`src/uart_cmd_pkg.sv`:
```
`default_nettype none

package uart_cmd_pkg;

    // ========================================
    // serial timing
    // ========================================
    localparam int CLKS_PER_BIT    = 16;                  // 434 on the board for 115200 baud
    localparam int CNT_W           = $clog2(CLKS_PER_BIT);
    localparam int UART_FRAME_BITS = 10;                  // start, 8 data, stop

    // ========================================
    // frame layout and watchdog
    // ========================================
    localparam int FRAME_BYTES     = 8;
    localparam int BYTE_CNT_W      = $clog2(FRAME_BYTES);
    localparam int WATCHDOG_CYCLES = 40 * CLKS_PER_BIT;  // forty bit times of silence
    localparam int WD_W            = $clog2(WATCHDOG_CYCLES);

    // protocol codes
    localparam logic [7:0]  CMD_WRITE  = 8'h57;          // ascii W
    localparam logic [23:0] END_MARKER = 24'h454e44;     // ascii END
    localparam logic [7:0]  ACK_BYTE   = 8'h06;
    localparam logic [7:0]  NAK_BYTE   = 8'h15;

    // receiver fsm encoding
    localparam logic [1:0] RX_IDLE  = 2'd0;
    localparam logic [1:0] RX_START = 2'd1;
    localparam logic [1:0] RX_DATA  = 2'd2;
    localparam logic [1:0] RX_STOP  = 2'd3;

    // msb first on the wire, so cmd sits in the top byte
    typedef struct packed {
        logic [7:0]  cmd;
        logic [15:0] addr;
        logic [15:0] data;
        logic [23:0] trailer;
    } frame_fields_t;

    // same 64-bit word, field view for checks, byte view for shifting
    typedef union packed {
        frame_fields_t                   fields;
        logic [FRAME_BYTES-1:0][7:0]     bytes;
    } frame_u;

endpackage

`default_nettype wire
```
`src/byte_link_if.sv`:
```
`timescale 1ns/1ps
`default_nettype none

// byte handoff between the uart pair and the parser
interface byte_link_if;
    logic [7:0] rx_data;   // valid only with rx_valid
    logic       rx_valid;  // single cycle pulse, no back-pressure
    logic [7:0] tx_data;
    logic       tx_valid;  // accepted when tx_busy is low
    logic       tx_busy;

    modport rx_side (
        output rx_data, rx_valid
    );

    modport tx_side (
        input  tx_data, tx_valid,
        output tx_busy
    );

    modport parser (
        input  rx_data, rx_valid, tx_busy,
        output tx_data, tx_valid
    );
endinterface

`default_nettype wire

```
`src/uart_cmd_top.sv`:
```
`timescale 1ns/1ps
`default_nettype none

module uart_cmd_top (
    input  logic        clk,
    input  logic        reset,
    input  logic        rx,       // from host
    output logic        tx,       // to host
    output logic [15:0] wr_addr,
    output logic [15:0] wr_data,
    output logic        wr_en,
    output logic [7:0]  led       // inverted last rx byte
);

    // ========================================
    // byte link shared by all three blocks
    // ========================================
    byte_link_if link ();

    uart_rx u_rx (
        .clk   (clk),
        .reset (reset),
        .rx    (rx),
        .link  (link.rx_side)
    );

    uart_tx u_tx (
        .clk   (clk),
        .reset (reset),
        .tx    (tx),
        .link  (link.tx_side)
    );

    // frame decode, write strobe, ack or nak
    uart_cmd_parser u_parser (
        .clk     (clk),
        .reset   (reset),
        .link    (link.parser),
        .wr_addr (wr_addr),
        .wr_data (wr_data),
        .wr_en   (wr_en),
        .led     (led)
    );
endmodule

`default_nettype wire

```
`src/uart_cmd_parser.sv`:
```
`timescale 1ns/1ps
`default_nettype none

module uart_cmd_parser (
    input  logic         clk,
    input  logic         reset,
    byte_link_if.parser  link,
    output logic [15:0]  wr_addr,
    output logic [15:0]  wr_data,
    output logic         wr_en,
    output logic [7:0]   led
);
    import uart_cmd_pkg::*;

    frame_u                frame;           // bytes collected so far
    frame_u                frame_next;      // frame with the incoming byte appended
    logic [BYTE_CNT_W-1:0] byte_cnt;
    logic [WD_W-1:0]       wd_cnt;          // idle cycles inside a frame
    logic                  last_byte;
    logic                  frame_ok;
    logic                  status_pending;
    logic [7:0]            status_byte;

    // ========================================
    // frame assembly and checks
    // ========================================
    always_comb begin
        frame_next.bytes = {frame.bytes[FRAME_BYTES-2:0], link.rx_data};
    end

    assign last_byte = link.rx_valid && (byte_cnt == FRAME_BYTES - 1);
    assign frame_ok  = (frame_next.fields.cmd == CMD_WRITE) &&
                       (frame_next.fields.trailer == END_MARKER);

    // status byte offered only while the transmitter is free
    assign link.tx_valid = status_pending && !link.tx_busy;
    assign link.tx_data  = status_byte;

    always_ff @(posedge clk) begin
        if (link.rx_valid) frame <= frame_next;  // payload, shifted msb first
    end

    // byte counter and watchdog
    always_ff @(posedge clk) begin
        if (reset) begin
            byte_cnt <= '0;
            wd_cnt   <= '0;
        end else if (link.rx_valid) begin
            wd_cnt   <= '0;
            byte_cnt <= last_byte ? '0 : byte_cnt + 1'b1;  // wraps at frame end
        end else if (byte_cnt != '0) begin
            if (wd_cnt == WATCHDOG_CYCLES - 1) begin
                byte_cnt <= '0;  // drop partial frame silently
                wd_cnt   <= '0;
            end else begin
                wd_cnt <= wd_cnt + 1'b1;
            end
        end else begin
            wd_cnt <= '0;
        end
    end

    // ========================================
    // write strobe and status byte
    // ========================================
    always_ff @(posedge clk) begin
        if (reset) begin
            wr_en          <= 1'b0;
            wr_addr        <= '0;
            wr_data        <= '0;
            status_pending <= 1'b0;
            status_byte    <= ACK_BYTE;
        end else begin
            wr_en <= 1'b0;
            if (last_byte) begin
                status_pending <= 1'b1;
                status_byte    <= frame_ok ? ACK_BYTE : NAK_BYTE;
                if (frame_ok) begin
                    wr_en   <= 1'b1;                      // one cycle only
                    wr_addr <= frame_next.fields.addr;
                    wr_data <= frame_next.fields.data;
                end
            end else if (link.tx_valid) begin
                status_pending <= 1'b0;  // taken by the transmitter
            end
        end
    end

    // debug leds, active low on the board
    always_ff @(posedge clk) begin
        if (reset) begin
            led <= 8'hff;
        end else if (link.rx_valid) begin
            led <= ~link.rx_data;
        end
    end
endmodule

`default_nettype wire

```
`src/uart_tx.sv`:
```
`timescale 1ns/1ps
`default_nettype none

module uart_tx (
    input  logic         clk,
    input  logic         reset,
    output logic         tx,
    byte_link_if.tx_side link
);
    import uart_cmd_pkg::*;

    logic [UART_FRAME_BITS-1:0] shift_frame;  // bit 0 is on the line
    logic [CNT_W-1:0]           clk_cnt;
    logic [3:0]                 bit_cnt;      // bits already finished

    assign tx = shift_frame[0];  // straight from a flop, no glitches

    // ========================================
    // load and shift
    // ========================================
    always_ff @(posedge clk) begin
        if (reset) begin
            shift_frame  <= '1;  // line idles high
            clk_cnt      <= '0;
            bit_cnt      <= '0;
            link.tx_busy <= 1'b0;
        end else if (!link.tx_busy) begin
            if (link.tx_valid) begin
                // stop, data lsb first, start
                shift_frame  <= {1'b1, link.tx_data, 1'b0};
                link.tx_busy <= 1'b1;
                clk_cnt      <= '0;
                bit_cnt      <= '0;
            end
        end else if (clk_cnt == CLKS_PER_BIT - 1) begin
            clk_cnt     <= '0;
            shift_frame <= {1'b1, shift_frame[UART_FRAME_BITS-1:1]};  // fill with idle
            if (bit_cnt == UART_FRAME_BITS - 1) begin
                link.tx_busy <= 1'b0;  // end of stop bit
            end else begin
                bit_cnt <= bit_cnt + 1'b1;
            end
        end else begin
            clk_cnt <= clk_cnt + 1'b1;
        end
    end
endmodule

`default_nettype wire

```
`src/uart_rx.sv`:
```
`timescale 1ns/1ps
`default_nettype none

module uart_rx (
    input  logic         clk,
    input  logic         reset,
    input  logic         rx,
    byte_link_if.rx_side link
);
    import uart_cmd_pkg::*;

    logic             rx_meta;     // first sync stage
    logic             rx_sync;     // safe to use
    logic [1:0]       state;
    logic [CNT_W-1:0] clk_cnt;     // position inside a bit
    logic [2:0]       bit_idx;
    logic [7:0]       data_sr;     // lsb arrives first

    assign link.rx_data = data_sr;

    // ========================================
    // two-flop synchronizer, idles high
    // ========================================
    always_ff @(posedge clk) begin
        if (reset) begin
            rx_meta <= 1'b1;
            rx_sync <= 1'b1;
        end else begin
            rx_meta <= rx;
            rx_sync <= rx_meta;
        end
    end

    // ========================================
    // bit fsm
    // ========================================
    always_ff @(posedge clk) begin
        if (reset) begin
            state         <= RX_IDLE;
            clk_cnt       <= '0;
            bit_idx       <= '0;
            link.rx_valid <= 1'b0;
        end else begin
            link.rx_valid <= 1'b0;  // pulse by default off
            case (state)
                RX_IDLE: begin
                    clk_cnt <= '0;
                    bit_idx <= '0;
                    if (!rx_sync) state <= RX_START;  // falling start edge
                end
                RX_START: begin
                    if (clk_cnt == CLKS_PER_BIT / 2 - 1) begin
                        clk_cnt <= '0;
                        // glitch shorter than half a bit goes back to idle
                        state   <= rx_sync ? RX_IDLE : RX_DATA;
                    end else begin
                        clk_cnt <= clk_cnt + 1'b1;
                    end
                end
                RX_DATA: begin
                    if (clk_cnt == CLKS_PER_BIT - 1) begin  // bit centre
                        clk_cnt <= '0;
                        data_sr <= {rx_sync, data_sr[7:1]};
                        bit_idx <= bit_idx + 1'b1;
                        if (bit_idx == 3'd7) state <= RX_STOP;
                    end else begin
                        clk_cnt <= clk_cnt + 1'b1;
                    end
                end
                RX_STOP: begin
                    if (clk_cnt == CLKS_PER_BIT - 1) begin
                        clk_cnt       <= '0;
                        state         <= RX_IDLE;
                        link.rx_valid <= rx_sync;  // framing error drops the byte
                    end else begin
                        clk_cnt <= clk_cnt + 1'b1;
                    end
                end
                default: state <= RX_IDLE;
            endcase
        end
    end
endmodule

`default_nettype wire

```
`config.mk`:
```
export PLATFORM = sky130hd
export DESIGN_NAME = uart_cmd_top
export DESIGN_NICKNAME = d
export VERILOG_FILES = /design/src/uart_cmd_pkg.sv /design/src/byte_link_if.sv /design/src/uart_cmd_top.sv /design/src/uart_cmd_parser.sv /design/src/uart_tx.sv /design/src/uart_rx.sv
export SDC_FILE = /design/constraint.sdc
export NUM_CORES = 1
export LEC_CHECK = 0
export BUFFER_PORTS_ARGS = -buffer_cell sky130_fd_sc_hd__buf_2
export CELL_PAD_IN_SITES_DETAIL_PLACEMENT = 1
export CELL_PAD_IN_SITES_GLOBAL_PLACEMENT = 1
export CORE_MARGIN = 3
export CORE_UTILIZATION = 50
export CTS_BUF_LIST = sky130_fd_sc_hd__clkbuf_8
export DETAILED_ROUTE_END_ITERATION = 12
export MAX_ROUTING_LAYER = met4
export PLACE_DENSITY_LB_ADDON = 0.15
export SYNTH_ARGS = -nofsm -noshare
export SYNTH_HDL_FRONTEND = slang
export SYNTH_HIERARCHICAL = 1
export SYNTH_SLANG_ARGS = --single-unit
```
`constraint.sdc`:
```
create_clock -name clk -period 3.9 [get_ports clk]
set_input_delay 0.78 -clock clk [delete_from_list [all_inputs] [get_ports clk]]
set_output_delay 0.78 -clock clk [all_outputs]
set_load 0.02 [all_outputs]
```
Word-level counts from Yosys, hierarchy flattened
Cells that the tools add are included.

$add $sub $neg: 6. Eq/ne operators: 19. Muxes and demuxes: 33. Bitwise logic cells: 6. Reductions and logical operators: 22.

Operators by type and width (count): 4-bit two-way mux (8); 10-bit two-way mux (3); 24-bit by 23-bit equality test with 1-bit output, second input constant (1); 3-bit two-way mux (5); 4-bit by 1-bit adder with 4-bit output, second input constant (3); 4-bit equality test, second input constant (3); 2-bit two-way mux (6); 4-bit one-hot mux with 3 select lines (1); 10-bit by 1-bit adder with 10-bit output, second input constant (1); 10-bit equality test, second input constant (1); 2-bit nonzero test (5); 8-bit by 7-bit equality test with 1-bit output, second input constant (1); 2-bit by 1-bit inequality test with 1-bit output, second input constant (4); 8-bit NOT (1); 2-bit one-hot mux with 4 select lines (1); 2-bit AND reduction (4); 1-bit two-way mux (7); 3-bit by 1-bit adder with 3-bit output, second input constant (2); 3-bit equality test, second input constant (2); 2-bit inequality test, second input constant (3); 3-bit one-hot mux with 2 select lines (1); 3-bit AND reduction (2); 5-bit two-way mux (1); 1-bit NOT (5); 11 further kinds (15).

Register bits after elaboration: 158. Input port bits: 3. Output and inout port bits: 42. Word-level logic and storage cells: 106.

Depth between registers and ports, before layout
Gate-level depths: netlist (run 1).

Word-level depth: 4. Gate-level depth with buffers: 7.

Modules after synthesis
The synthesis (run 1) kept the hierarchy.

Modules (own cells, without submodules): uart_cmd_parser (instances 1, cells an instance 326, area an instance 4292.9 µm², seq. area each 2822.7 µm²); uart_tx (instances 1, cells an instance 104, area an instance 903.4 µm², seq. area each 360.3 µm²); uart_rx (instances 1, cells an instance 71, area an instance 812.0 µm², seq. area each 480.5 µm²).

Worst setup path before layout (run 1)
No wires, ideal clock.

Path kind: flip-flop to flip-flop. Start: register u_rx.link.rx_valid. End: register u_parser.wr_addr[0]. Setup time: 0.072 ns. Arrival time: 2.690 ns. Slack: 1.138 ns. Stages on the path, launching flop included: 6. Buffers on the path: 2. Path through: dfxtp_1 nand2_1 nor4_2 buf_6 buf_12 mux2i_1.

Word-level cells in the longest chain between the ends: 2.

RTL lines: from (decl) (line byte_link_if.sv:13) `output rx_data, rx_valid`; from (signal assigned) (line uart_rx.sv:74) `link.rx_valid <= rx_sync;`; 1-bit logical AND (line uart_cmd_parser.sv:31) `assign last_byte = link.rx_valid && (byte_cnt == FRAME_BYTES - 1);`; 2-bit AND reduction (no source line); to (signal assigned) (line uart_cmd_parser.sv:80) `wr_addr <= frame_next.fields.addr;`; to (decl) (line uart_cmd_parser.sv:8) `output logic [15:0] wr_addr,`.

No other way between the ends. A chain may end at the register's enable or synchronous reset.

Worst setup path in the final report (run 1)
Start: register u_parser/frame[51] (netlist name). End: register u_parser.wr_addr[14].

Word-level cells in the longest chain between the ends: 3.

RTL lines: from (decl) (line uart_cmd_parser.sv:15) `frame_u frame;`; from (signal assigned) (line uart_cmd_parser.sv:40) `if (link.rx_valid) frame <= frame_next;`; 8-bit by 7-bit equality test with 1-bit output (line uart_cmd_parser.sv:32) `assign frame_ok = (frame_next.fields.cmd == CMD_WRITE) &&`; 1-bit logical AND (line uart_cmd_parser.sv:32); 2-bit AND reduction (no source line).

No other way between the ends.

==> impl_metrics.ini, run 1 <==
[status]
status = finished, final reports clean

[drt]
via_count = 3774
drt_wl_total_um = 12230
post_drt_wl_per_cell_um = 17.68
ant_nets = 0
drc = 0
first_pass_iters = 4
drt-initial-drc-count = 271
via_per_inst = 5.454

[timing]
hold_viol = 0
fin_setup_tns_ps = 0
max_freq_mhz = 401.8
drv_slew = 0
max_slew_margin_pct = 39.82
fin_crit_ps = 2489
worst_pin_slew_ps = 902.7
rsz0062_at_grt = no
clock_skew_ps = 13.14
timing.final.crit_share_pct = 63.81
setup_viol = 0

[die]
core-area_mm2 = 0.01156
die_h_um = 115.6
io_pins = 45
dieArea_mm2 = 0.01337
start_util_pct = 51.95
rows = 39
dieWidth_um = 115.6

[global_routing]
grtUsageTotal_pct = 20.52
grt_pass1_vias = 3878
grt_busiest_layer = met2
met3_usage_pct = 5.640
grt_use_met1_pct = 25.28
grtUsageMet2_pct = 33.10
grt_overflow = 0
grt_pass1_wl_um = 20150
grt_max_degree = 80
grt_antenna_before_repair = 0

[yosys]
synthFlopType = dfxtp_1
synthMuxAreaShare_pct = 5.498
synth-async-reset-ratio_pct = 0
synth_seq_cells = 151
syn_area_mm2 = 0.006008
netlist.top_cell.by_area = edfxtp_1
synthAdderAreaFrac_pct = 2.082
synth_top_area_share_pct = 31.99
syn_area_per_cell_um2 = 11.99
synth_xor_area_share_pct = 1.458
synth_compound_area_share_pct = 6.539
yosys.area_share.simple_pct = 18.78
yosysSeqAreaShare_pct = 60.97
synthCells = 501
synth_area_leaders = edfxtp_1 32%, dfxtp_1 29%, nand2b_1 8.1%, mux2i_1 5.5%, ha_1 2.1%
synth_cell_types = 58
yosysWarnings = 6
synth_top_family_by_area = simple AND/OR/NAND/NOR gates
synth-edff-count = 64

[clock_network]
cts_hold_buf = 0
path_clk_slew_ps = 80
cts_setup_buffers = 0
clk_latency_ps = 450
cts-buffers-inserted = 17
cts_resized = 0
cts_root_buf = clkbuf_8
cts_buffer_depth = 2
htreeDepth = 4
cts.sinks = 151
tritoncts = yes

[finish]
multiInputGateArea_mm2 = 0.002092
mostFrequentLayoutCells = 86 x dfxtp_1, 78 x nand2b_1, 64 x edfxtp_1, 44 x buf_2, 33 x mux2i_1
area.sequential_mm2 = 0.003665
antenna_cells = 0
final_area_mm2 = 0.006579
layout.cells.non_filler = 692
layout_commonest_cell = dfxtp_1
fillerInstances = 1219
syn2layout_area_growth_pct = 9.496
nets = 549
drive_gt1_share_pct = 15.30

[pwr]
leakagePower_nw = 2.359
irDropWorstVdd_v = 0.0002264
p_per_area_mw_per_mm2 = 410.1
total_power_mw = 2.698

[placed_design]
placed_cells = 660
dp_hpwl_um = 8311
io_buffer_count = 44
dpl_cell_area_mm2 = 0.006243
gp_congestion = 0.7877

[job]
max-cap-violations = 0

[setup_path]
cp_data_arrival_time_ps = 2850
crit_path_start_kind = flop
crit_required_ps = 4270
crit_fanout = 27
ff2ff_path_depth = 5
path_class = flop to flop
cp-end-kind = flop

[hold_path]
holdPathStages = 1
hp-class = flop to flop
==> power by group <==
part | leakage, nW | internal (mW) | switching (mW) | total [mW]
Sequential | 1.28 | 1.63 | 0.00223 | 1.64
Combinational | 0.878 | 0.0185 | 0.0211 | 0.0396
Clock | 0.204 | 0.487 | 0.535 | 1.02
Total | 2.36 | 2.14 | 0.559 | 2.70
==> synth_stat cells (all sizes together) (2+ instances only) <==
library cell	count
dfxtp	87
nand2b	78
edfxtp	64
mux2i	33
nor2	24
buf	21
nand2	16
o21ai	16
clkbuf	14
nand3	14
a21oi	12
inv	12
nor3	11
ha	10
a221oi	7
and2	7
nand4	6
xnor2	6
and3	4
nor2b	4
nor3b	4
xor2	4
a211oi	3
nand3b	3
nand4b	3
nor4b	3
o32ai	3
a22oi	2
a31oi	2
a41oi	2
conb	2
nor4bb	2
o211ai	2
o21a	2
or2	2
or4	2
==> cell families after synthesis <==
logic type | count (synthesis)
fa+ha+maj | 10
other cells | 2
flops | 151
simple gates | 189
xor+xnor | 10
buf+inv | 47
compound gates | 59
mux | 33
==> per-stage QoR <==
step | utilization [%] | hold slack, ps | worst slack, ps
CTS | 56.89 | 414.4 | 1330
finish | 56.89 | 411.1 | 1411
floorplan | - | 389.5 | 1138
detailed placement | 53.99 | 396.6 | 1388
global placement | 53.99 | 394.0 | 1539
global route | 56.89 | 432.4 | 1204
==> layer usage <==
layer / share of wire [%] / routed length [µm] / up-vias
met2: 50 / 6130 / 69
met1: 45 / 5559 / 1862
li1: - / - / 1828
met3: 3.2 / 391 / 15
met4: 1.3 / 153 / 0
met5: 0 / 0 / -
==> registers in the layout, indices dropped and copies added (netlist names), 3 cells and up, named ones only <==
signal,flops
u_tx/clk_cnt,4
u_rx/link.rx_data,8
u_rx/bit_idx,3
u_parser/led,8
u_parser/wd_cnt,10
u_parser/wr_addr,16
u_parser/frame,56
u_tx/shift_frame,9
u_parser/byte_cnt,3
u_parser/wr_data,16
u_rx/clk_cnt,4
u_tx/bit_cnt,4
==> worst max-delay path, cell delays in order (launching register included) <==
cell and delay, ps:
edfxtp_1 370, nor4bb_1 440, nand4_1 220, nor4_4 800, buf_12 310, mux2i_1 250
==> final timing paths <==
kind                                 from                                 to  slack, ps
min               u_rx/rx_meta$_SDFF_PP1_            u_rx/rx_sync$_SDFF_PP1_        410
max          u_parser/frame[51]$_DFFE_PP_  u_parser/wr_addr[14]$_SDFFE_PP0P_       1410
max reg2reg  u_parser/frame[51]$_DFFE_PP_  u_parser/wr_addr[14]$_SDFFE_PP0P_       1410
min reg2reg       u_rx/rx_meta$_SDFF_PP1_            u_rx/rx_sync$_SDFF_PP1_        410
==> final cells by class <==
cell class              count  share of cell area (%)
repair buffers             48                   3.994
multi-input cells         306                   31.80
inverters                  12                  0.6847
well taps                 143                   2.720
flip-flops and latches    151                   55.71
clock inverters            11                  0.7037
clock buffers              21                   4.393
Note: power is estimated with default switching activity, not from simulation.
==> run 2: changes to the inputs <==
--- a/config.mk
+++ b/config.mk
@@ -5,11 +5,12 @@
 export SDC_FILE = /design/constraint.sdc
 export NUM_CORES = 1
 export LEC_CHECK = 0
+export ABC_AREA = 1
 export BUFFER_PORTS_ARGS = -buffer_cell sky130_fd_sc_hd__buf_2
 export CELL_PAD_IN_SITES_DETAIL_PLACEMENT = 1
 export CELL_PAD_IN_SITES_GLOBAL_PLACEMENT = 1
 export CORE_MARGIN = 3
-export CORE_UTILIZATION = 50
+export CORE_UTILIZATION = 44
 export CTS_BUF_LIST = sky130_fd_sc_hd__clkbuf_8
 export DETAILED_ROUTE_END_ITERATION = 12
 export MAX_ROUTING_LAYER = met4
==> constraint.sdc (replaced) <==
create_clock -name clk -period 2.1 [get_ports clk]
set_input_delay 0.42 -clock clk [delete_from_list [all_inputs] [get_ports clk]]
set_output_delay 0.42 -clock clk [all_outputs]
set_load 0.02 [all_outputs]
==> run 2 against run 1 <==
Effect of this change:
- worst setup slack got worse by 1100 ps
- via count rose by 16%
- die area rose by 15%
- cell count rose by 24%
- register-to-register slack got worse by 1100 ps
- sequential cell count did not move
- non-clock buffer count rose by 7
- synthesized area rose by 2.2%
- first-iteration DRC count rose by 0.37%
- global-route usage fell by 1.9 points
- largest cell class unchanged
- critical path depth rose by 5
==> impl_metrics.ini, run 2 <==
[status]
status = finished, final reports clean

[drt]
via_per_inst = 5.098
ant_nets = 0
post_drt_wl_per_cell_um = 15.37
drt-initial-drc-count = 272
drc = 0
first_pass_iters = 4
drt_wl_total_um = 13220
via_count = 4384

[finish]
largest_register_ffs = 56
largest-register = u_parser/frame
nets = 684
antenna_cells = 0
syn2layout_area_growth_pct = 11.43
multiInputGateArea_mm2 = 0.002071
layout_commonest_cell = nand2_1
fillerInstances = 1587
largest_registers = u_parser/frame: 56 flops, u_parser/wr_addr: 16 flops, u_parser/wr_data: 16 flops
mostFrequentLayoutCells = 149 x nand2_1, 86 x dfxtp_1, 64 x edfxtp_1, 57 x nor2_1, 55 x inv_1
area.sequential_mm2 = 0.003665
drive_gt1_share_pct = 19.44

[die]
dieWidth_um = 124.1
rows = 42
start_util_pct = 45.64
dieArea_mm2 = 0.01541
io_pins = 45
core-area_mm2 = 0.01345
die_h_um = 124.1

[clock_network]
cts_buffer_depth = 2
path_clk_slew_ps = 80
cts.sinks = 151
cts-buffers-inserted = 17
cts_resized = 0
cts_hold_buf = 0
clk_latency_ps = 440
htreeDepth = 4
cts_setup_buffers = 0
tritoncts = yes
cts_root_buf = clkbuf_8

[global_routing]
grt_antenna_before_repair = 0
grt_pass1_wl_um = 21600
grt_overflow = 0
grtUsageTotal_pct = 18.66
grt_max_degree = 66
grt_pass1_vias = 4468

[timing]
drv_slew = 0
max_freq_mhz = 562.5
fin_crit_ps = 1778
rsz0062_at_grt = no
hold_viol = 0
fin_setup_tns_ps = 0
worst_pin_slew_ps = 558.6
timing.final.crit_share_pct = 84.65
clock_skew_ps = 12.01
setup_viol = 0
max_slew_margin_pct = 62.76

[yosys]
synth_most_common_cell = nand2_1
synth_area_leaders = edfxtp_1 31%, dfxtp_1 28%, nand2_1 9.1%, nand3_2 5.1%, nand4_1 3.8%
synth_seq_cells = 151
synth-async-reset-ratio_pct = 0
synthFlopType = dfxtp_1
netlist.top_cell.by_area = edfxtp_1
syn_area_per_cell_um2 = 9.823
synth-edff-count = 64
synthCells = 625
synth_cell_types = 33
syn_area_mm2 = 0.006140
netlist_top_cells_count = 149 x nand2_1, 87 x dfxtp_1, 64 x edfxtp_1
synth_top_area_share_pct = 31.30
yosysSeqAreaShare_pct = 59.67
yosysWarnings = 6

[pwr]
p_per_area_mw_per_mm2 = 752.2
leakagePower_nw = 2.852
irDropWorstVdd_v = 0.0003986
total_power_mw = 5.147

[placed_design]
gp_congestion = 0.7602
dp_hpwl_um = 9413
io_buffer_count = 44

[setup_path]
path_cells = ha_1 -> ha_1 -> nand2_2 -> nor2_4 -> nand2_4 -> nor2_4 -> nand3_4 -> buf_4 -> nand3_1 -> nand2_1
crit_fanout = 21
critPathMaxStageDelay_ps = 370
cp_data_arrival_time_ps = 2110
crit_required_ps = 2430
crit_slowest_cell = dfxtp_1
crit_family = simple AND/OR/NAND/NOR gates
worst-path-buf-inv = 1
crit_path_start_kind = flop
path_class = flop to flop
cp-end-kind = flop

[hold_path]
hp-class = primary input to flop

[job]
max-cap-violations = 0
run 2: cell types whose count changed in the layout (fill, tap and decap cells not counted), sizes merged, moves of 33 or more:
cell	delta
nand2b	-78
mux2i	-33
inv	+41
nand2	+137
nor2	+38
nand3	+56
run 2: stage by stage:
step                      instances  util (%)  hold WS (ps)  worst slack, ps  cell area [µm²]
final                           860     50.86         155.1            322.3             6842
after global routing            860     50.86         141.4            212.3             6842
after CTS                       860     50.86         118.6            304.2             6842
after detailed placement        828     48.21         406.2            317.3             6486
after global placement          828     48.21         395.7            446.7             6486
after floorplan                 628         -         389.5            78.25             6152
run 2: cell type report:
class,count,area share (%)
inverters,54,2.963
multi-input cells,392,30.27
clock inverters,13,1.372
clock buffers,19,3.822
flip-flops and latches,151,53.57
repair buffers,55,4.792
well taps,176,3.219
run 2: power by group:
part	internal, mW	switching [mW]
clock network	0.971	1.03
logic	0.0249	0.0732
registers	3.04	0.0118
total	4.03	1.11
run 2: worst paths after layout:
| check | from | endpoint | slack [ps] | cells after the start |
|---|---|---|---|---|
| setup / recovery | u_parser/byte_cnt[0]$_SDFFE_PP0P_ | u_parser/wr_data[0]$_SDFFE_PP0P_ | 320 | 10 |
| hold / removal | rx | u_rx/rx_meta$_SDFF_PP1_ | 160 | 2 |
| setup reg to reg | u_parser/byte_cnt[0]$_SDFFE_PP0P_ | u_parser/wr_data[0]$_SDFFE_PP0P_ | 320 | 10 |
| hold reg to reg | u_rx/rx_meta$_SDFF_PP1_ | u_rx/rx_sync$_SDFF_PP1_ | 420 | 1 |
run 2: cell families after synthesis:
group / Yosys count / synth area share [%]
and+or+nand+nor: 333 / 27.23
DFF: 151 / 59.67
buffers and inverters: 85 / 6.827
AOI/OAI and AO/OA: 39 / 3.403
adders and majority gates: 10 / 2.038
xor gates and xnor gates: 5 / 0.7132
other: 2 / 0.1223
run 2: routing by layer:
layer / routed length (µm) / track usage, %
met3: 463 / 3.769
met2: 6574 / 30.64
met5: 0 / -
met1: 5984 / 22.84
met4: 193 / 7.050
==> run 3: changes to the inputs <==
--- a/config.mk
+++ b/config.mk
@@ -10,7 +10,7 @@
 export CELL_PAD_IN_SITES_DETAIL_PLACEMENT = 1
 export CELL_PAD_IN_SITES_GLOBAL_PLACEMENT = 1
 export CORE_MARGIN = 3
-export CORE_UTILIZATION = 44
+export CORE_UTILIZATION = 49
 export CTS_BUF_LIST = sky130_fd_sc_hd__clkbuf_8
 export DETAILED_ROUTE_END_ITERATION = 12
 export MAX_ROUTING_LAYER = met4
==> constraint.sdc (replaced) <==
create_clock -name clk -period 1.8 [get_ports clk]
set_input_delay 0.36 -clock clk [delete_from_list [all_inputs] [get_ports clk]]
set_output_delay 0.36 -clock clk [all_outputs]
set_load 0.02 [all_outputs]
==> run 3 against run 2 <==
Effect of this change:
- cell area rose by 3.5%
- sequential share of layout area fell by 1.7 points
- worst hold slack got worse by 58 ps
- power rose by 22%
- via count rose by 3.3%
- combinational power rose by 23%
- critical endpoint is now u_parser/link.tx_data[0]$_SDFFE_PP0P_
- largest power group unchanged
- highest routed layer unchanged
==> impl_metrics.ini, run 3 (synthesis gave the netlist of run 2 again) <==
[global_routing]
grt_overflow = 0
grt_pass1_wl_um = 23670
grtUsageTotal_pct = 21.87
grt_max_degree = 62
grt_antenna_before_repair = 0
grt_pass1_vias = 4809

[placed_design]
post-place-ws_ps = -28.41
dp_hpwl_um = 9564
io_buffer_count = 44
dpl_cell_area_mm2 = 0.006531
gp_congestion = 0.8045
placed_cells = 822

[setup_path]
cp-end-kind = flop
crit_slowest_cell = dfxtp_2
path_cells = ha_4 -> ha_4 -> nand2_4 -> nor2_4 -> nand2_4 -> nor2_4 -> nand3_4 -> buf_4 -> nand2_1 -> nor2_1
timing.rr.start = u_parser/byte_cnt[0]$_SDFFE_PP0P_
path_class = flop to flop
crit_required_ps = 2120
worst-path-buf-inv = 1
crit_fanout = 7
ff2ff_path_depth = 10
reg2reg_to = u_parser/link.tx_data[0]$_SDFFE_PP0P_
crit_family = simple AND/OR/NAND/NOR gates
crit_path_start_kind = flop
critPathMaxStageDelay_ps = 370
cp_data_arrival_time_ps = 2030
r2r_setup_slack_ps = 100

[drt]
first_pass_iters = 4
drt_wl_total_um = 14090
wl_met1_um = 5741
wl_met2_um = 7497
drt-initial-drc-count = 300
via_count = 4528
post_drt_wl_per_cell_um = 16.38
via_per_inst = 5.265
wl_met3_um = 429
drc = 0
ant_nets = 0
highest_layer = met4

[timing]
timing.final.crit_share_pct = 94.65
clock_skew_ps = 10.97
fin_setup_tns_ps = 0
whs_ps = 97.01
rsz0062_at_grt = no
hold_viol = 0
setup_viol = 0
fin_crit_ps = 1704
drv_slew = 0
max_freq_mhz = 586.9
setup_ws_ps = 96.27

[finish]
fin_util_pct = 58.44
layout_commonest_cell = nand2_1
largest_registers = u_parser/frame: 56 flops, u_parser/wr_addr: 16 flops, u_parser/wr_data: 16 flops
syn2layout_area_growth_pct = 15.28
layout.cells.non_filler = 860
final_area_mm2 = 0.007078
antenna_cells = 0
nets = 693
mostFrequentLayoutCells = 149 x nand2_1, 84 x dfxtp_1, 64 x edfxtp_1, 56 x nor2_1, 52 x inv_1
largest_register_ffs = 56
drive_gt1_share_pct = 21.82
largest-register = u_parser/frame

[clock_network]
cts_root_buf = clkbuf_8
cts_buffer_depth = 2
cts-buffers-inserted = 17
clk_latency_ps = 440
htreeDepth = 4
tritoncts = yes
cts.sinks = 151
path_clk_slew_ps = 80
cts_hold_buf = 0

[pwr]
p_int_mw = 4.983
p_comb_share_pct = 1.9
pwr-share-clk_pct = 41.5
irDropWorstVdd_v = 0.0004050
netSwitchingFraction_pct = 20.72
p_seq_share_pct = 56.6
total_power_mw = 6.285
leakagePower_nw = 2.950
p_switching_mw = 1.302
p_per_area_mw_per_mm2 = 888.0

[hold_path]
whs_endpoint = u_rx/rx_meta$_SDFF_PP1_
hp-class = primary input to flop
holdPathStages = 2
holdCritStartpoint = rx

[die]
die_h_um = 117.9
dieArea_mm2 = 0.01391
start_util_pct = 50.69
rows = 40
io_pins = 45
dieWidth_um = 117.9
core-area_mm2 = 0.01211

[job]
max-cap-violations = 0

[status]
status = finished, final reports clean
==> run 3: cell types whose count changed in the layout (fill, tap and decap cells not counted), sizes merged <==
cell / previous run / this run
bufinv: 1 / 3
clkinv: 3 / 4
inv: 60 / 56
buf: 55 / 64
==> run 3: area by class of cell <==
type	count	area, µm²
Multi-Input combinational cell	392	2108
Sequential cell	151	3670
Clock inverter	12	136.4
Tap cell	168	210.2
Fill cell	1375	5034
Timing Repair Buffer	64	485.5
Clock buffer	19	261.5
Inverter	54	206.4
==> run 3: worst max path at each step <==
stage	startpoint	endpoint	slack, ps	cells past startpoint
final	u_parser/byte_cnt[0]$_SDFFE_PP0P_	u_parser/link.tx_data[0]$_SDFFE_PP0P_	100	10
after global routing	u_parser/frame[11]$_DFFE_PP_	u_parser/wr_addr[15]$_SDFFE_PP0P_	10	9
after floorplan	u_rx/link.rx_valid$_SDFF_PP0_	u_parser/wr_data[10]$_SDFFE_PP0P_	100	8
after global placement	u_parser/byte_cnt[0]$_SDFFE_PP0P_	u_parser/wr_addr[15]$_SDFFE_PP0P_	120	10
after detailed placement	u_parser/byte_cnt[1]$_SDFFE_PP0P_	u_parser/wr_addr[15]$_SDFFE_PP0P_	-30	10
after CTS	u_parser/byte_cnt[1]$_SDFFE_PP0P_	u_parser/wr_addr[15]$_SDFFE_PP0P_	20	10
==> run 3: routing by layer <==
metal / up-vias / GRT usage [%]
li1: 2188 / -
met2: 79 / 37.80
met4: 0 / 10.40
met3: 32 / 4.565
met5: - / -
met1: 2229 / 24.15
==> run 3: worst reg2reg max path: cells and delay by family (launching register included) <==
| family | cells | cell delay, ps |
|---|---|---|
| flops | 1 | 370 |
| fa+ha+maj | 2 | 290 |
| buf+inv | 1 | 200 |
| simple gates | 7 | 730 |
==> run 3: power groups by stage <==
stage | clock (mW) | combinational [mW] | sequential [mW]
after floorplan | 0 | 0.111 | 3.62
after global placement | 0 | 0.112 | 3.63
after CTS | 2.68 | 0.121 | 3.55
final | 2.61 | 0.121 | 3.56
after detailed placement | 0 | 0.120 | 3.63
after global routing | 2.81 | 0.136 | 3.56
==> run 3: timing repair <==
item | in CTS | in global routing
pin swaps | 2 | 1
gates cloned | 2 | 0
endpoints found under the setup margin | 28 | 49
setup buffers | 2 | 3
resized for setup | 5 | 7
